[src/logic/cachePkg.sv]
package cachePkg;

    // Address split is fixed: tag 31:4, set 3:2, byte offset 1:0
    localparam int tagWidth = 28;
    localparam int setCount = 4;

    typedef logic [31:0]         wordType;
    typedef logic [tagWidth-1:0] tagType;
    typedef logic [1:0]          setIndexType;
    typedef logic [2:0]          funct3Type;

    // MMIO word, never allocated in the cache
    localparam wordType uncachedAddr = 32'h000000FC;

    // RISC-V load/store funct3 encodings
    localparam funct3Type funct3Byte  = 3'b000;  // lb / sb
    localparam funct3Type funct3Half  = 3'b001;  // lh / sh
    localparam funct3Type funct3Word  = 3'b010;  // lw / sw
    localparam funct3Type funct3ByteU = 3'b100;  // lbu
    localparam funct3Type funct3HalfU = 3'b101;  // lhu

    // Controller states
    // idle also covers the lookup cycle right after a request
    typedef enum logic [1:0] {
        idle,
        writeBack,   // Dirty victim sent, fetch request next
        fetch,       // Waiting for memReadValid
        respond      // respValid cycle
    } cacheStateType;

endpackage

[src/logic/storeMerger.sv]
module storeMerger import cachePkg::*; (
    input  wordType    baseWord,
    input  wordType    storeData,
    input  logic [1:0] offset,
    input  funct3Type  funct3,
    output wordType    mergedWord
);

    always_comb begin
        mergedWord = baseWord;
        case (funct3)
            funct3Byte: begin
                mergedWord[8*offset +: 8] = storeData[7:0];
            end
            funct3Half: begin
                // Aligned halfword, offset bit 0 is ignored
                if (offset[1]) begin
                    mergedWord[31:16] = storeData[15:0];
                end else begin
                    mergedWord[15:0] = storeData[15:0];
                end
            end
            funct3Word: begin
                mergedWord = storeData;
            end
            default: begin
                mergedWord = baseWord;  // Not a store code
            end
        endcase
    end

endmodule

[src/logic/loadFormatter.sv]
module loadFormatter import cachePkg::*; (
    input  wordType    word,
    input  logic [1:0] offset,
    input  funct3Type  funct3,
    output wordType    loadData
);

    logic [7:0]  byteSel;
    logic [15:0] halfSel;

    assign byteSel = word[8*offset +: 8];
    assign halfSel = offset[1] ? word[31:16] : word[15:0];

    always_comb begin
        case (funct3)
            funct3Byte: begin
                loadData = {{24{byteSel[7]}}, byteSel};
            end
            funct3ByteU: begin
                loadData = {24'b0, byteSel};
            end
            funct3Half: begin
                loadData = {{16{halfSel[15]}}, halfSel};
            end
            funct3HalfU: begin
                loadData = {16'b0, halfSel};
            end
            funct3Word: begin
                loadData = word;
            end
            default: begin
                loadData = '0;
            end
        endcase
    end

endmodule

[src/logic/cacheSetArray.sv]
module cacheSetArray import cachePkg::*; (
    input  logic    clk,
    input  logic    rst,
    input  wordType addr,
    input  logic    fillEn,
    input  logic    fillDirty,
    input  logic    writeEn,
    input  logic    touchEn,
    input  wordType wdata,
    output logic    hit,
    output logic    hitWay,
    output wordType hitData,
    output logic    victimDirty,
    output tagType  victimTag,
    output wordType victimData
);

    logic [1:0] valid [setCount];
    logic [1:0] dirty [setCount];
    logic       lru [setCount];     // Names the way to evict next
    tagType     tags [setCount][2];
    wordType    data [setCount][2];

    setIndexType set;
    tagType      tag;
    logic [1:0]  wayHit;
    logic        victim;

    assign set = addr[3:2];
    assign tag = addr[31:4];

    always_comb begin
        for (int w = 0; w < 2; w++) begin
            wayHit[w] = valid[set][w] && (tags[set][w] == tag);
        end
    end

    assign hit     = |wayHit;
    assign hitWay  = wayHit[1];
    assign hitData = data[set][hitWay];

    assign victim      = lru[set];
    assign victimDirty = valid[set][victim] && dirty[set][victim];
    assign victimTag   = tags[set][victim];
    assign victimData  = data[set][victim];

    always_ff @(posedge clk or posedge rst) begin
        if (rst) begin
            for (int s = 0; s < setCount; s++) begin
                valid[s] <= 2'b00;
                dirty[s] <= 2'b00;
                lru[s]   <= 1'b0;
            end
        end else if (fillEn) begin
            valid[set][victim] <= 1'b1;
            dirty[set][victim] <= fillDirty;
            lru[set]           <= ~victim;
        end else if (writeEn) begin
            dirty[set][hitWay] <= 1'b1;
            lru[set]           <= ~hitWay;
        end else if (touchEn) begin
            lru[set] <= ~hitWay;  // Other way becomes the victim
        end
    end

    // Tag and data storage
    always_ff @(posedge clk) begin
        if (fillEn) begin
            tags[set][victim] <= tag;
            data[set][victim] <= wdata;
        end else if (writeEn) begin
            data[set][hitWay] <= wdata;
        end
    end

    assert property (@(posedge clk) disable iff (rst) !(wayHit[0] && wayHit[1]));

endmodule

[src/logic/cacheController.sv]
module cacheController import cachePkg::*; (
    input  logic      clk,
    input  logic      rst,
    input  logic      reqValid,
    input  logic      reqWrite,
    input  wordType   reqAddr,
    input  funct3Type reqFunct3,
    input  wordType   reqWdata,
    input  logic      memReadValid,
    input  wordType   memRdata,
    input  logic      hit,
    input  logic      hitWay,
    input  logic      victimDirty,
    input  tagType    victimTag,
    input  wordType   victimData,
    input  wordType   mergedWord,
    input  wordType   formattedLoad,
    output logic      busy,
    output logic      respValid,
    output wordType   respRdata,
    output logic      memRead,
    output logic      memWrite,
    output wordType   memAddr,
    output wordType   memWdata,
    output wordType   curAddr,
    output funct3Type curFunct3,
    output wordType   curWdata,
    output logic      baseSel,
    output logic      fillEn,
    output logic      writeEn,
    output logic      touchEn,
    output logic      fillDirty
);

    cacheStateType state;
    logic    lookup;      // Tag compare cycle on the latched address
    logic    curWrite;
    wordType storeData;
    logic    uncached;
    logic    missDirty;

    assign uncached  = ({curAddr[31:2], 2'b00} == uncachedAddr);
    assign missDirty = lookup && !uncached && !hit && victimDirty;

    assign busy      = lookup || (state != idle);
    assign respValid = (state == respond);

    // Memory strobes
    assign memWrite = missDirty || (lookup && uncached && curWrite);
    assign memRead  = (state == writeBack)
                   || (lookup && uncached && !curWrite)
                   || (lookup && !uncached && !hit && !victimDirty);
    assign memAddr  = missDirty ? {victimTag, curAddr[3:2], 2'b00} : {curAddr[31:2], 2'b00};
    assign memWdata = uncached ? storeData : victimData;  // MMIO stores go out as a full word

    // On a load fill the merger gets the loaded bytes back, so the fetched word is kept
    assign curWdata  = curWrite ? storeData : formattedLoad;
    assign baseSel   = (state == fetch);
    assign fillEn    = (state == fetch) && memReadValid && !uncached;
    assign fillDirty = curWrite;
    assign touchEn   = lookup && !uncached && hit;
    assign writeEn   = touchEn && curWrite;

    always_ff @(posedge clk or posedge rst) begin
        if (rst) begin
            state  <= idle;
            lookup <= 1'b0;
        end else begin
            lookup <= 1'b0;
            case (state)
                idle: begin
                    if (lookup) begin
                        if (uncached) begin
                            state <= curWrite ? respond : fetch;
                        end else if (hit) begin
                            state <= respond;
                        end else if (victimDirty) begin
                            state <= writeBack;
                        end else begin
                            state <= fetch;
                        end
                    end else if (reqValid) begin
                        lookup <= 1'b1;
                    end
                end
                writeBack: state <= fetch;
                fetch: begin
                    if (memReadValid) begin
                        state <= respond;
                    end
                end
                respond: state <= idle;
                default: state <= idle;
            endcase
        end
    end

    // Request registers
    always_ff @(posedge clk) begin
        if (reqValid && !busy) begin
            curAddr   <= reqAddr;
            curWrite  <= reqWrite;
            curFunct3 <= reqFunct3;
            storeData <= reqWdata;
        end
    end

    // Load result, from hitData on a hit or memRdata on a fetch
    always_ff @(posedge clk) begin
        if (!curWrite && (touchEn || (baseSel && memReadValid))) begin
            respRdata <= formattedLoad;
        end
    end

    assert property (@(posedge clk) disable iff (rst) busy |-> !reqValid);
    assert property (@(posedge clk) disable iff (rst) memReadValid |-> state == fetch);
    // Loads must fill the fetched word untouched
    assert property (@(posedge clk) disable iff (rst)
        (fillEn && !curWrite) |-> mergedWord == memRdata);

endmodule

[src/logic/dataCacheTop.sv]
module dataCacheTop import cachePkg::*; (
    input  logic      clk,
    input  logic      rst,
    input  logic      reqValid,
    input  logic      reqWrite,
    input  wordType   reqAddr,
    input  funct3Type reqFunct3,
    input  wordType   reqWdata,
    input  logic      memReadValid,
    input  wordType   memRdata,
    output logic      busy,
    output logic      respValid,
    output wordType   respRdata,
    output logic      memRead,
    output logic      memWrite,
    output wordType   memAddr,
    output wordType   memWdata
);

    wordType   curAddr;
    funct3Type curFunct3;
    wordType   curWdata;
    logic      baseSel;
    logic      fillEn;
    logic      writeEn;
    logic      touchEn;
    logic      fillDirty;
    logic      hit;
    logic      hitWay;
    wordType   hitData;
    logic      victimDirty;
    tagType    victimTag;
    wordType   victimData;
    wordType   baseWord;
    wordType   mergedWord;
    wordType   formattedLoad;

    assign baseWord = baseSel ? memRdata : hitData;  // Fill path takes the memory word

    cacheController u_controller (
        .clk, .rst, .reqValid, .reqWrite, .reqAddr, .reqFunct3, .reqWdata,
        .memReadValid, .memRdata, .hit, .hitWay, .victimDirty, .victimTag, .victimData,
        .mergedWord, .formattedLoad, .busy, .respValid, .respRdata,
        .memRead, .memWrite, .memAddr, .memWdata, .curAddr, .curFunct3, .curWdata,
        .baseSel, .fillEn, .writeEn, .touchEn, .fillDirty
    );

    cacheSetArray u_setArray (
        .clk, .rst, .addr(curAddr), .fillEn, .fillDirty, .writeEn, .touchEn,
        .wdata(mergedWord), .hit, .hitWay, .hitData, .victimDirty, .victimTag, .victimData
    );

    storeMerger u_storeMerger (
        .baseWord, .storeData(curWdata), .offset(curAddr[1:0]), .funct3(curFunct3),
        .mergedWord
    );

    loadFormatter u_loadFormatter (
        .word(baseWord), .offset(curAddr[1:0]), .funct3(curFunct3), .loadData(formattedLoad)
    );

endmodule

[config.mk]
export PLATFORM = sky130hd
export DESIGN_NAME = dataCacheTop
export DESIGN_NICKNAME = d
export VERILOG_FILES = /design/src/logic/cachePkg.sv /design/src/logic/storeMerger.sv /design/src/logic/loadFormatter.sv /design/src/logic/cacheSetArray.sv /design/src/logic/cacheController.sv /design/src/logic/dataCacheTop.sv
export SDC_FILE = /design/constraint.sdc
export NUM_CORES = 1
export LEC_CHECK = 0
export BUFFER_PORTS_ARGS = -buffer_cell sky130_fd_sc_hd__buf_2
export CAP_MARGIN = 40
export CORE_MARGIN = 1
export CORE_UTILIZATION = 35
export CTS_BUF_LIST = sky130_fd_sc_hd__clkbuf_8
export DETAILED_ROUTE_END_ITERATION = 12
export GPL_ROUTABILITY_DRIVEN = 1
export PLACE_DENSITY_LB_ADDON = 0.25
export REMOVE_ABC_BUFFERS = 1
export SYNTH_ARGS = -nofsm -noshare
export SYNTH_HDL_FRONTEND = slang
export SYNTH_HIERARCHICAL = 1
export SYNTH_SLANG_ARGS = --single-unit
export TNS_END_PERCENT = 5
[constraint.sdc]
create_clock -name clk -period 5.7 [get_ports clk]
set_clock_uncertainty 0.15 [all_clocks]
set_input_delay 0.57 -clock clk [delete_from_list [all_inputs] [get_ports clk]]
set_output_delay 0.57 -clock clk [all_outputs]
set_load 0.05 [all_outputs]
* Yosys cells after proc, flatten, opt, wreduce, memory -nomap -nowiden
Memories as Yosys holds them, arrays and structs flattened. A register that Yosys moved wholly into a read port is not among the register bits. Cells that the tools add are included.
Cells by class: add/subtract/negate cells 1, magnitude comparators 10, equal/unequal tests 12, shift operators 3, mux-type cells 138, bitwise logic cells 71, reductions and logical operators 38
Operators by type and width (count):
- 2-to-1 mux 32 bit | 12
- one-hot mux 32 bit (5 select lines) | 1
- 2-to-1 mux 64 bit | 2
- 2-to-1 mux 28 bit | 4
- one-hot mux 32 bit (3 select lines) | 1
- 2-to-1 mux 1 bit | 80
- demux 32 bit (select 1 bit) | 2
- bitwise OR 1 bit | 64
- equality test 28 bit | 2
- 2-to-1 mux 56 bit | 1
- 2-to-1 mux 16 bit | 3
- negation 5 -> 34 bit | 1
- variable shift 8 x 34 -> 32 bit (first input constant) | 1
- variable part select 8 x 34 -> 32 bit | 1
- bitwise mux 32 bit | 1
- variable part select 32 x 6 -> 8 bit | 1
- equality test 30 x 6 -> 1 bit (second input constant) | 1
- demux 28 bit (select 1 bit) | 1
- 2-to-1 mux 2 bit | 13
- logical AND 1 bit | 21
- 2-to-1 mux 8 bit | 2
- bitwise OR 8 bit | 2
- 2-to-1 mux 4 bit | 3
- binary-select mux 2 bit (select 2 bit) | 2
- 31 further kinds | 51
Storage, ports and cells: flip-flop bits (word level) 123, RAM bits 480, input bits 104, output and inout port bits 100, memories kept 2
Memory list:
- u_setArray.data | words 4, width 64, read ports 1, clocked after memory_dff 1, write ports 1, RTL line cacheSetArray.sv:22 | wordType data [setCount][2];
- u_setArray.tags | words 4, width 56, read ports 1, clocked after memory_dff 1, write ports 1, RTL line cacheSetArray.sv:21 | tagType tags [setCount][2];

* Logic depth before layout (Yosys ltp)
Gate-level depths: netlist (run 1).
word-level depth 17, gate-level depth with buffers 21

* Modules after synthesis
Netlist (run 1), hierarchy kept.
Modules (own cells, without submodules):
- cacheSetArray | instances 1, cells an instance 1111, area an instance 20647.3 um2
- cacheController | instances 1, cells an instance 262, area an instance 4662.0 um2
- storeMerger | instances 1, cells an instance 219, area an instance 1656.6 um2
- loadFormatter | instances 1, cells an instance 109, area an instance 812.0 um2
- dataCacheTop | instances 1, cells an instance 36, area an instance 544.3 um2

* Worst setup path before layout (run 1)
No wires, ideal clock.
kind register -> register, from reg u_controller.curAddr[2], to mem u_setArray/data[3][0] in the netlist's numbering, enable pin, library setup time 0.428 ns, data arrival time 4.510 ns, required time 5.122 ns, setup slack 0.612 ns, stages on the path, launching flop included 16, buffers on the path 4, period minus slack after synthesis 5.088 ns, path through edfxtp_1 buf_6 buf_6 buf_2 buf_4 mux4_2 xor2_1 nor4_1 nand3_1 nor3_1 a41o_1 o211ai_1 nor2_1 nor2b_1 nand3_1 o21bai_1
On the way: cells in the longest elaborated chain, start to end 12
RTL lines:
- from (decl) | RTL line cacheController.sv:25 | output wordType curAddr,
- from (signal assigned) | RTL line cacheController.sv:101 | curAddr <= reqAddr;
- inverter 2 -> 3 bit (implied by the code) * | RTL line cacheSetArray.sv:34 | wayHit[w] = valid[set][w] && (tags[set][w] == tag);
- binary-select mux 2 bit (select 2 bit) * | RTL line cacheSetArray.sv:34
- 2-to-1 mux 2 bit (implied by the code) * (2 in series) | RTL line cacheSetArray.sv:34
- logical AND 1 bit | RTL line cacheSetArray.sv:34
- OR reduction 2 bit * | RTL line cacheSetArray.sv:38 | assign hit = |wayHit;
- via hit | RTL line dataCacheTop.sv:28 | logic hit;
- logical AND 1 bit * | RTL line cacheController.sv:61 | assign touchEn = lookup && !uncached && hit;
- logical AND 1 bit * | RTL line cacheController.sv:62 | assign writeEn = touchEn && curWrite;
- via writeEn | RTL line dataCacheTop.sv:25 | logic writeEn;
- 2-to-1 mux 1 bit * | RTL line cacheSetArray.sv:71 | end else if (writeEn) begin
- 2-to-1 mux 1 bit * | RTL line cacheSetArray.sv:68 | if (fillEn) begin
- 2-to-1 mux 64 bit (implied by the code) * | RTL line cacheSetArray.sv:72 | data[set][hitWay] <= wdata;
- bitwise OR 1 bit (no source line) *
- to (decl) | RTL line cacheSetArray.sv:22
The timed path passes the listed nets; every way through them passes the cells marked *. The select of a mux whose other input is x is not followed.

* Final worst setup path (run 1)
from reg u_controller.curAddr[3], to mem u_setArray/data[2][19] in the netlist's numbering (data pin)
On the way: cells in the longest elaborated chain, start to end 17
RTL lines:
- inverter 2 -> 3 bit (implied by the code) * | RTL line cacheSetArray.sv:34
- binary-select mux 2 bit (select 2 bit) * | RTL line cacheSetArray.sv:34
- 2-to-1 mux 2 bit * (2 in series)
- logical AND 1 bit * | RTL line cacheSetArray.sv:34
- inverter 1 -> 2 bit (implied by the code) * | RTL line cacheSetArray.sv:40 | assign hitData = data[set][hitWay];
- 2-to-1 mux 32 bit (implied by the code) * (3 in series) | RTL line cacheSetArray.sv:40
- via hitData[27] | RTL line dataCacheTop.sv:30 | wordType hitData;
- 2-to-1 mux 32 bit * | RTL line dataCacheTop.sv:38 | assign baseWord = baseSel ? memRdata : hitData;
- via baseWord[27] | RTL line dataCacheTop.sv:34 | wordType baseWord;
- [2 not listed]
- via formattedLoad[3] | RTL line dataCacheTop.sv:36 | wordType formattedLoad;
- 2-to-1 mux 32 bit * | RTL line cacheController.sv:57 | assign curWdata = curWrite ? storeData : formattedLoad;
- via curWdata[3] | RTL line dataCacheTop.sv:22 | wordType curWdata;
- variable part select 8 x 34 -> 32 bit | RTL line storeMerger.sv:13 | mergedWord[8*offset +: 8] = storeData[7:0];
- bitwise mux 32 bit | RTL line storeMerger.sv:13
- one-hot mux 32 bit (3 select lines) * | RTL line storeMerger.sv:11 | case (funct3)
- via mergedWord[19] | RTL line dataCacheTop.sv:35 | wordType mergedWord;
- 2-to-1 mux 1 bit (no source line) *
Marks and branches as above.

==> results of run 1 <==
worst max-delay path: stages, from the launching register on:
cell and delay [ps]:
edfxtp_1 400, buf_12 200, mux2i_1 440, o22ai_1 120, a2111oi_0 400, a21oi_1 70, nor3_1 170, buf_4 170
nand4_4 180, buf_12 270, mux2_4 320, mux2_4 310, mux2i_2 220, nor3_1 140, a221o_1 390, mux2_2 410
a221oi_1 310, a211oi_1 100, o32a_1 470
metal layers:
layer	part of all wire	wire [um]
met1	0.41	35000
met2	0.50	42900
met4	0.027	2290
met3	0.061	5180
met5	0.00014	12
worst paths after layout:
path / start / endpoint / slack (ps) / cells past startpoint
min in group asynchronous: rst / u_controller/state[1] / 230 / 3
worst min register to register: u_setArray/valid[3] / u_setArray/valid[3] / 310 / 1
max in group asynchronous: rst / u_setArray/dirty[2] / 4370 / 3
worst max register to register: u_controller/curAddr[3] / u_setArray/data[2][19] / 130 / 18
worst min-delay path: reqValid / u_controller/lookup / 90 / 2
worst max-delay path: u_controller/curAddr[3] / u_setArray/data[2][19] / 130 / 18
power breakdown:
part           internal [uW]  switching (uW)
combinational           2190            4010
sequential              5730             256
clock                   2110            1790
total                  10000            6060
cells by family after synthesis:
kind of cell / share of synthesized area
XOR/XNOR: 0.0152
flip-flops: 0.635
adder cells (fa/ha/maj): 0.00398
buffers and inverters: 0.0284
AND/OR/NAND/NOR: 0.0522
other: 0.000132
AO/OA/AOI/OAI: 0.0687
multiplexers: 0.196
final cells by class:
type | instances | share of cell area
multi-input combinational | 1002 | 0.286
sequential | 603 | 0.528
clock inverter | 80 | 0.0176
tap | 1050 | 0.0386
antenna | 2 | 0.000147
inverter | 20 | 0.00220
clock buffer | 104 | 0.0420
timing repair buffer | 386 | 0.0849
stage by stage:
stage | power [uW] | hold WS (ps)
2_1_floorplan | 10200 | 174
3_3_place_gp | 12100 | 296
3_5_place_dp | 12200 | 304
4_1_cts | 16200 | 41.0
5_1_grt | 16800 | 50.9
6_report | 16100 | 92.7
placed cells by master, fill, tap and decap left out, types with 11 or more instances in the layout:
master / synthesis / final
a211oi_1: 15 / 14
a21oi_1: 51 / 50
a221oi_1: 12 / 12
buf_12: 5 / 19
buf_2: 33 / 202
buf_4: 22 / 88
clkbuf_8: 0 / 104
clkinv_1: 0 / 20
clkinv_2: 0 / 12
dfrtp_1: 23 / 23
dlygate4sd3_1: 0 / 69
edfxtp_1: 580 / 580
inv_1: 19 / 51
mux2_2: 109 / 109
mux2_4: 80 / 80
mux2i_1: 65 / 59
mux4_2: 110 / 110
nand2_1: 175 / 175
nand3_1: 23 / 23
nor2_1: 28 / 20
nor4_1: 11 / 11
o211ai_1: 18 / 18
o21a_1: 16 / 16
o21ai_0: 31 / 31
o22ai_1: 26 / 26
o32a_1: 15 / 13
or2_2: 12 / 12
xnor2_1: 30 / 28
xor2_1: 19 / 19
repair_timing:
item	in CTS	in global routing
gates resized for setup	7	14
hold endpoints to repair	91	0
setup buffers	0	3
gates cloned	0	3
hold buffers	69	0
pin swaps	0	4
setup endpoints to repair	36	192
state kept, by name (all words and copies together), names as in the netlist, 3 cells and up:
name	count
u_setArray/valid	8
u_controller/storeData	32
u_controller/curAddr	32
u_controller/curFunct3	3
u_controller/respRdata	32
u_setArray/lru	4
u_setArray/tags	224
u_setArray/data	256
u_setArray/dirty	8
==> results.py, run 1 <==
metrics = {
    "setup_path": {
        "worst_setup_path_end_kind": "flip-flop",
        "critPathMaxFanout": 22,
        "timing.critical_path.arrival_ps": 5840,
        "criticalPathCategory": "reg -> reg",
        "start_kind": "flip-flop",
        "crit_required_ps": 5970,
    },
    "floorplan": {
        "core_area_sq_um": 79500,
        "num_rows": 103,
        "dieArea_sq_um": 82100,
        "start_util": 0.356,
        "io-pin-count": 204,
        "die_h_um": 286,
        "die-width_um": 286,
    },
    "logic_synthesis": {
        "leading_post_synthesis_cells_by_cell_area": "edfxtp_1 61%, mux4_2 8.7%, mux2_2 4.3%",
        "ranking_of_synthesized_cells_by_instance_count": "580 x edfxtp_1, 175 x nand2_1, 110 x mux4_2, 109 x mux2_2, 80 x mux2_4",
        "synth-edff-count": 580,
        "share_of_flip_flops_with_an_asynchronous_set_or_reset_after_synthesis": 0.0381,
        "syn_inst": 1737,
        "register_area_share_after_synthesis": 0.635,
        "post-synth-top-area-cell": "edfxtp_1",
        "synth_top_area_frac": 0.615,
        "ys.flop_type": "edfxtp_1",
        "netlist_area_sq_um": 28300,
        "synth-seq-cells": 603,
        "synthesis.yosys.warnings": 6,
        "synth_area_per_cell_sq_um": 16.3,
        "synthDistinctLibCells": 79,
        "yosys.cell_count.top_type": "edfxtp_1",
    },
    "clocking": {
        "numCtsBuffers": 100,
        "tritoncts": "done",
        "clock_tree.buffer_depth": 3,
        "cts.clk_slew.worst_paths_ps": 60,
        "cts.htree.levels": 3,
        "clk_root_buffer_cell": "clkbuf_8",
        "worstSkewPairLatency_ps": 710,
        "number_of_clock_sinks": 603,
    },
    "power_and_ir_drop": {
        "irDropWorstVdd_uv": 312,
        "p_per_area_nw_per_um2": 473,
        "leakage_uw": 0.0123,
    },
    "timing": {
        "setup_slack_ps": 127,
        "worstMarginPinSlew_ps": 886,
        "setup_total_negative_slack_ps": 0,
        "post-route-period-util": 0.978,
        "relSlewSlack": 0.403,
        "timing_hold_violations_final": 0,
        "fin_crit_ps": 5570,
        "final_setup_viols": 0,
        "maximum_clock_rate_ghz": 0.179,
        "drv_slew": 0,
    },
    "outcome": {
        "run_status": "complete, no violations",
    },
    "global_routing": {
        "grtUsageTotal": 0.204,
        "vias_in_the_first_global_route": 18200,
        "maximum_number_of_pins_on_one_net_before_global_route_repair": 76,
        "globalRoute.busiestLayer": "met2",
        "grt_first_pass_wirelength_mm": 123,
        "grt_util_met2": 0.348,
        "global_route.usage.met1": 0.265,
        "grt-ovfl-total": 0,
        "groute.layer.met3.usage": 0.0306,
        "number_of_antenna_violations_at_the_first_check_in_global_routing": 4,
    },
    "route": {
        "detailroute.via_count": 17700,
        "drt-vias-per-instance": 5.44,
        "final_antenna_net_count": 0,
        "routed_wire_length_per_instance_um": 26.3,
        "detailed_router_iteration_count_before_antenna_repair": 5,
        "detail_route.wirelength_mm": 85.4,
        "detail_route.iter0.violations": 1420,
        "post-route-drc-count": 0,
    },
    "cells_and_area": {
        "final-instance-count-excl-fill": 3247,
        "post_route_cells_drive_above_1_share": 0.370,
        "layout.cell_area.non_filler_sq_um": 34000,
        "seqCellArea_sq_um": 18000,
        "post-route-util": 0.428,
        "multi_input_area_sq_um": 9740,
        "nNetsFinal": 2226,
        "layout.filler_cells": 7212,
        "area_growth_pct": 20.2,
    },
    "placement": {
        "detailed_place.area_sq_um": 31100,
        "port-buffer-count": 201,
        "place.detailed.instances": 2986,
        "routabilityCongestion": 0.900,
        "dpl_worst_slack_ps": 21.2,
        "detailedPlacementHpwl_mm": 54.3,
    },
    "hold_path": {
        "hold_path_class": "in -> reg",
    },
    "job": {
        "maxCapViolCount": 0,
    },
}
Power figures use the tool's default switching activity.
==> inputs of run 2 (changes only) <==
--- a/config.mk
+++ b/config.mk
@@ -12,6 +12,7 @@
 export CTS_BUF_LIST = sky130_fd_sc_hd__clkbuf_8
 export DETAILED_ROUTE_END_ITERATION = 12
 export GPL_ROUTABILITY_DRIVEN = 1
+export GPL_TIMING_DRIVEN = 0
 export PLACE_DENSITY_LB_ADDON = 0.25
 export REMOVE_ABC_BUFFERS = 1
 export SYNTH_ARGS = -nofsm -noshare
==> run 2 against run 1 <==
Effect of this change: count of clock-buffer cells in the layout is 4 lower; final cell count is 1.0% higher; sequential share of layout area is 2.6 points lower; via count is 1.8% higher; first-iteration DRC count is 2.7% lower; critical path depth is 5 higher; final area is 5.2% higher; worst hold slack better by 11 ps.
==> results.py, run 2 (synthesis gave the netlist of run 1 again) <==
metrics = {
    "cells_and_area": {
        "post_route_cells_drive_above_1_share": 0.409,
        "largest_register_ff_count": 256,
        "mostFrequentLayoutCell": "edfxtp_1",
        "seqCellArea_sq_um": 18000,
        "final_cell_mix": "580 x edfxtp_1, 202 x buf_2, 174 x nand2_1",
        "layout.filler_cells": 6989,
        "nNetsFinal": 2266,
        "regMostFlops": "u_setArray/data",
        "reg.largest.list": "u_setArray/data: 256 flops, u_setArray/tags: 224 flops",
        "area_growth_pct": 26.4,
        "antenna-diode-count": 0,
        "multi_input_area_sq_um": 10400,
        "post-route-util": 0.450,
    },
    "clocking": {
        "clock_tree.buffer_depth": 3,
        "tritoncts": "done",
        "cts.clk_slew.worst_paths_ps": 60,
        "cts.htree.levels": 3,
        "clk_root_buffer_cell": "clkbuf_8",
        "numCtsBuffers": 100,
        "number_of_clock_sinks": 603,
        "worstSkewPairLatency_ps": 730,
    },
    "timing": {
        "worstMarginPinSlew_ps": 960,
        "final_setup_viols": 0,
        "fin_crit_ps": 5670,
        "post-route-period-util": 0.995,
        "rsz0062_at_grt": "true",
        "timing_hold_violations_final": 0,
        "timing.hold.ws_ps": 104,
        "relSlewSlack": 0.360,
        "setup_slack_ps": 30.9,
        "drv_slew": 0,
        "maximum_clock_rate_ghz": 0.176,
        "setup_total_negative_slack_ps": 0,
    },
    "setup_path": {
        "crit_required_ps": 6010,
        "crit_path_cell_trace": "buf_6 > buf_12 > buf_16 > buf_2 > buf_4 > mux2i_1 > mux2_2 > o2111ai_2 > nor3_2 > nand4_4 > buf_12 > buf_16 > mux2_4 > mux2_4 > mux2_4 > a22oi_4 > buf_6 > buf_4 > o221ai_4 > mux2_4 > mux2i_1 > a211oi_2 > o32a_4",
        "critical_path.slowest_cell": "edfxtp_1",
        "start_kind": "flip-flop",
        "worst_setup_path_end_kind": "flip-flop",
        "critical-path-top-cell-by-count": "mux2_4",
        "cpLargestDelayFamily": "multiplexers",
        "criticalPathCategory": "reg -> reg",
        "regToRegSetupSlack_ps": 30,
        "critPathMaxFanout": 8,
        "timing.critical_path.arrival_ps": 5980,
        "cp.buffers_inverters": 9,
        "crit_path_max_incr_delay_ps": 420,
    },
    "placement": {
        "port-buffer-count": 201,
        "routabilityCongestion": 0.846,
        "dpl_worst_slack_ps": -1670,
        "detailedPlacementHpwl_mm": 55.9,
    },
    "route": {
        "drt-vias-per-instance": 5.48,
        "routed_wire_length_per_instance_um": 26.0,
        "post-route-drc-count": 0,
        "detail_route.iter0.violations": 1382,
        "detailroute.via_count": 18000,
        "detail_route.wirelength_mm": 85.1,
        "final_antenna_net_count": 0,
        "detailed_router_iteration_count_before_antenna_repair": 7,
    },
    "outcome": {
        "run_status": "complete, no violations",
    },
    "power_and_ir_drop": {
        "leakage_uw": 0.0129,
        "p_per_area_nw_per_um2": 460,
        "irDropWorstVdd_uv": 317,
        "finalPower_uw": 16500,
    },
    "job": {
        "maxCapViolCount": 0,
    },
    "floorplan": {
        "dieArea_sq_um": 82100,
        "start_util": 0.356,
        "die_h_um": 286,
        "num_rows": 103,
        "die-width_um": 286,
        "io-pin-count": 204,
        "core_area_sq_um": 79500,
    },
    "global_routing": {
        "maximum_number_of_pins_on_one_net_before_global_route_repair": 45,
        "grtUsageTotal": 0.202,
        "grt_first_pass_wirelength_mm": 122,
        "vias_in_the_first_global_route": 18200,
        "grt-ovfl-total": 0,
        "number_of_antenna_violations_at_the_first_check_in_global_routing": 6,
    },
    "hold_path": {
        "hold_path_class": "in -> reg",
    },
}
run 2: cell count changes in the layout (fill, tap and decap cells not counted), moves of 12 or more:
| cell | before | now |
|---|---|---|
| buf_4 | 88 | 67 |
| buf_16 | 1 | 42 |
| o32a_1 | 13 | 1 |
| mux2_4 | 80 | 103 |
| clkinv_1 | 20 | 35 |
| mux2_2 | 109 | 86 |
| mux2i_1 | 59 | 42 |
run 2: cell type report:
type | instances | area share
well taps | 1050 | 0.0367
flip-flops and latches | 603 | 0.502
clock inverters | 79 | 0.0132
repair buffers | 425 | 0.116
multi-input cells | 1003 | 0.291
inverters | 20 | 0.00210
clock buffers | 100 | 0.0384
run 2: metrics by stage:
| stage | area (sq um) | instances |
|---|---|---|
| 2_1_floorplan | 27600 | 1625 |
| 3_3_place_gp | 29900 | 2876 |
| 3_5_place_dp | 31800 | 2948 |
| 4_1_cts | 34900 | 3228 |
| 5_1_grt | 35800 | 3280 |
| 6_report | 35800 | 3280 |
run 2: worst reg2reg max path: cells and delay by family, from the launching register on:
kind	cells	cell delay, ps
mux	7	2000
buf+inv	9	1410
compound gates	5	1010
simple gates	2	460
flops	1	420
run 2: metal layers:
metal  part of all wire  vias up  track usage
li1                   -     7796            -
met1               0.40     9322        0.254
met2               0.50      702        0.347
met3              0.062      163       0.0390
met4              0.033        2       0.0694
met5            0.00014        -            0
run 2: final timing paths:
path | start | cells after the start | to
setup / recovery | u_controller/curAddr[3] | 23 | u_setArray/data[3][27]
hold / removal | reqValid | 2 | u_controller/lookup
setup reg to reg | u_controller/curAddr[3] | 23 | u_setArray/data[3][27]
hold reg to reg | u_setArray/valid[1] | 1 | u_setArray/valid[1]
max in group asynchronous | rst | 4 | u_setArray/dirty[7]
min in group asynchronous | rst | 3 | u_controller/state[0]
run 2: power by group:
part	total, uW	internal [uW]	switching, uW
Clock	3620	1830	1790
Sequential	6080	5730	353
Combinational	6770	2680	4090
run 2: timing repair:
| item | in CTS | in global routing |
|---|---|---|
| hold endpoints to repair | 91 | 0 |
| setup buffers | 30 | 49 |
| setup endpoints to repair | 421 | 243 |
| gates cloned | 2 | 3 |
| pin swaps | 18 | 38 |
| gates resized for setup | 58 | 93 |
| hold buffers | 69 | 0 |
==> inputs of run 3 (changes only) <==
--- a/config.mk
+++ b/config.mk
@@ -5,6 +5,7 @@
 export SDC_FILE = /design/constraint.sdc
 export NUM_CORES = 1
 export LEC_CHECK = 0
+export ABC_CLOCK_PERIOD_IN_PS = 5700
 export BUFFER_PORTS_ARGS = -buffer_cell sky130_fd_sc_hd__buf_2
 export CAP_MARGIN = 40
 export CORE_MARGIN = 1
@@ -13,10 +14,9 @@
 export DETAILED_ROUTE_END_ITERATION = 12
 export GPL_ROUTABILITY_DRIVEN = 1
 export GPL_TIMING_DRIVEN = 0
-export PLACE_DENSITY_LB_ADDON = 0.25
+export PLACE_DENSITY = 0.57
 export REMOVE_ABC_BUFFERS = 1
 export SYNTH_ARGS = -nofsm -noshare
 export SYNTH_HDL_FRONTEND = slang
-export SYNTH_HIERARCHICAL = 1
 export SYNTH_SLANG_ARGS = --single-unit
 export TNS_END_PERCENT = 5
==> run 3 against run 2 <==
Effect of this change: count of clock-buffer cells in the layout increased by 3; sequential cell count increased by 2; worst hold slack improved by 140 ps; final cell count decreased by 6.8%; synthesized cell count decreased by 4.1%; combinational power decreased by 20%; worst setup slack improved by 170 ps; area after synthesis decreased by 5.8%; final area decreased by 10%; global-route usage decreased by 0.44 points; routed wire length decreased by 10%.
==> results.py, run 3 <==
metrics = {
    "outcome": {
        "run_status": "complete, no violations",
    },
    "global_routing": {
        "grt-ovfl-total": 0,
        "number_of_antenna_violations_at_the_first_check_in_global_routing": 0,
        "grtUsageTotal": 0.198,
        "vias_in_the_first_global_route": 17300,
        "grt_first_pass_wirelength_mm": 113,
        "maximum_number_of_pins_on_one_net_before_global_route_repair": 51,
    },
    "floorplan": {
        "die-width_um": 278,
        "die_h_um": 278,
        "start_util": 0.356,
        "num_rows": 100,
        "dieArea_sq_um": 77300,
        "io-pin-count": 204,
        "core_area_sq_um": 74900,
    },
    "clocking": {
        "tritoncts": "done",
        "cts.clk_slew.worst_paths_ps": 60,
        "clock_tree.buffer_depth": 3,
        "clk_root_buffer_cell": "clkbuf_8",
        "number_of_clock_sinks": 605,
        "cts.htree.levels": 3,
        "worstSkewPairLatency_ps": 700,
        "numCtsBuffers": 101,
    },
    "timing": {
        "relSlewSlack": 0.356,
        "maximum_clock_rate_ghz": 0.182,
        "fin_crit_ps": 5500,
        "post-route-period-util": 0.964,
        "drv_slew": 0,
        "worstMarginPinSlew_ps": 959,
        "final_setup_viols": 0,
        "rsz0062_at_grt": "false",
        "timing_hold_violations_final": 0,
    },
    "setup_path": {
        "timing.critical_path.arrival_ps": 4780,
        "crit_path_max_incr_delay_ps": 590,
        "cpLargestDelayFamily": "buffers and inverters",
        "crit_path_cell_trace": "buf_16 > mux4_2 > xnor2_1 > nand2_1 > nor4_2 > nand4_4 > buf_12 > o41ai_1 > clkdlybuf4s15_2 > nor2_1 > nand3b_1 > buf_4 > buf_8 > nand2_1 > o21ai_0 > buf_2",
        "critical_path.slowest_cell": "mux4_2",
        "cp.depth": 16,
        "crit_required_ps": 4980,
        "worst_setup_path_end_kind": "output port",
        "critPathMaxFanout": 32,
        "r2r_cells": 12,
        "cp.buffers_inverters": 6,
        "critical-path-top-cell-by-count": "nand2_1",
        "criticalPathCategory": "reg -> out",
        "start_kind": "flip-flop",
    },
    "hold_path": {
        "hold_path_class": "in -> async",
    },
    "placement": {
        "port-buffer-count": 201,
        "detailedPlacementHpwl_mm": 51.9,
        "detailed_place.area_sq_um": 29500,
        "routabilityCongestion": 0.897,
    },
    "cells_and_area": {
        "area_growth_pct": 20.7,
        "final_cell_mix": "580 x edfxtp_1, 209 x buf_2, 149 x nand2_1",
        "layout.filler_cells": 6722,
        "antenna-diode-count": 0,
        "mostFrequentLayoutCell": "edfxtp_1",
        "regMostFlops": "u_setArray.data",
        "reg.largest.list": "u_setArray.data: 256 flops, u_setArray.tags: 224 flops",
        "largest_register_ff_count": 256,
        "nNetsFinal": 2126,
        "post_route_cells_drive_above_1_share": 0.272,
        "layout.cell_area.non_filler_sq_um": 32200,
        "post-route-util": 0.430,
    },
    "route": {
        "detail_route.wirelength_mm": 76.4,
        "routed_wire_length_per_instance_um": 25.0,
        "post-route-drc-count": 0,
        "detailroute.via_count": 16600,
        "drt-vias-per-instance": 5.45,
        "detailed_router_iteration_count_before_antenna_repair": 5,
        "detail_route.iter0.violations": 1311,
        "final_antenna_net_count": 0,
    },
    "logic_synthesis": {
        "ranking_of_synthesized_cells_by_instance_count": "580 x edfxtp_1, 149 x nand2_1, 125 x mux4_2, 94 x o21ai_0, 93 x mux2i_1",
        "yosys.cell_count.top_type": "edfxtp_1",
        "synth-edff-count": 580,
        "synth-seq-cells": 605,
        "synthDistinctLibCells": 84,
        "share_of_flip_flops_with_an_asynchronous_set_or_reset_after_synthesis": 0.0380,
        "synthesis.yosys.warnings": 0,
        "synth_top_area_frac": 0.653,
        "leading_post_synthesis_cells_by_cell_area": "edfxtp_1 65%, mux4_2 11%, mux2i_1 3.5%",
        "netlist_area_sq_um": 26700,
        "post-synth-top-area-cell": "edfxtp_1",
        "ys.flop_type": "edfxtp_1",
        "synth_area_per_cell_sq_um": 16.0,
        "syn_inst": 1666,
        "register_area_share_after_synthesis": 0.676,
    },
    "power_and_ir_drop": {
        "leakage_uw": 0.0113,
        "irDropWorstVdd_uv": 282,
        "p_per_area_nw_per_um2": 466,
    },
    "job": {
        "maxCapViolCount": 0,
    },
}
[run 3: changes by cell type in the layout (fill, tap and decap cells not counted), moves of 20 or more]
cell     before  now
mux2_4      103    2
mux2_2       86    8
o21ai_0      25   94
nor2_1       19   73
buf_4        67   15
mux2i_1      42   93
inv_1        40   65
nand2_1     174  149
buf_16       42   18
a21oi_1      49   29
[run 3: area by class of cell]
| cell class | instances | area (sq um) | area share |
|---|---|---|---|
| Sequential cell | 605 | 18000 | 0.560 |
| Timing Repair Buffer | 338 | 2810 | 0.0873 |
| Multi-Input combinational cell | 935 | 8210 | 0.255 |
| Clock inverter | 74 | 390 | 0.0121 |
| Clock buffer | 103 | 1420 | 0.0440 |
| Tap cell | 969 | 1210 | 0.0377 |
| Inverter | 32 | 121 | 0.00377 |
[run 3: what timing repair did]
action / 4_1_cts / 5_1_grt
endpoints found under the setup margin: 473 / 37
buffers inserted: 12 / 2
hold buffers: 71 / 0
endpoints found under the hold margin: 95 / 0
cloned: 0 / 0
gates resized for setup: 3 / 1
pin swaps: 1 / 0
[run 3: kinds of logic (layout without fill, tap and decap cells)]
| family | Yosys count | count (layout) | synth area share |
|---|---|---|---|
| adders and majority gates | 9 | 9 | 0.00422 |
| buffers and inverters | 127 | 547 | 0.0219 |
| other | 1 | 2 | 0.000141 |
| xor gates and xnor gates | 44 | 44 | 0.0144 |
| muxes | 238 | 238 | 0.150 |
| DFF | 605 | 605 | 0.676 |
| and+or+nand+nor | 370 | 370 | 0.0661 |
| AOI/OAI and AO/OA | 272 | 272 | 0.0673 |
[run 3: through the flow]
stage,worst slack [ps],power [uW],cells,hold WS [ps],setup TNS [ps]
final,203,15000,3056,244,0
after global routing,0.782,15700,3056,222,0
after CTS,7.83,15100,3053,197,0
after detailed placement,-860,11500,2793,301,-185550
after global placement,-9670,11500,2742,296,-7142120
after floorplan,-4340,9790,1572,279,-2809410
[run 3: per-layer routing]
layer  wire length, um  vias to the layer above  GRT usage
li1                  -                     7337          -
met5                 0                        -          0
met3              4420                      148     0.0379
met2             37700                      627      0.334
met1             32100                     8531      0.258
met4              2210                        0     0.0582
[run 3: power breakdown]
part / internal [uW] / switching [uW]
Sequential: 5760 / 296
Combinational: 1840 / 3590
Clock: 1800 / 1710
[run 3: worst reg2reg max path: stages (launching register included)]
cell	delay, ps
dfxtp_4	410
buf_16	260
mux4_2	630
xnor2_1	280
o21ai_0	190
nor3_2	280
and3_1	540
nand3_1	140
a31oi_1	570
mux4_2	370
nand2_1	370
o2bb2ai_1	300
o221ai_1	620
[run 3: worst paths after layout]
path / endpoint / slack, ps
min reg2reg: u_setArray.valid[2] / 310
min: u_controller.state[0] / 240
max reg2reg: u_setArray.data[3][62] / 260
max in group asynchronous: u_setArray.dirty[7] / 4720
min in group clk: u_controller.respRdata[20] / 280
max: memAddr[4] / 200
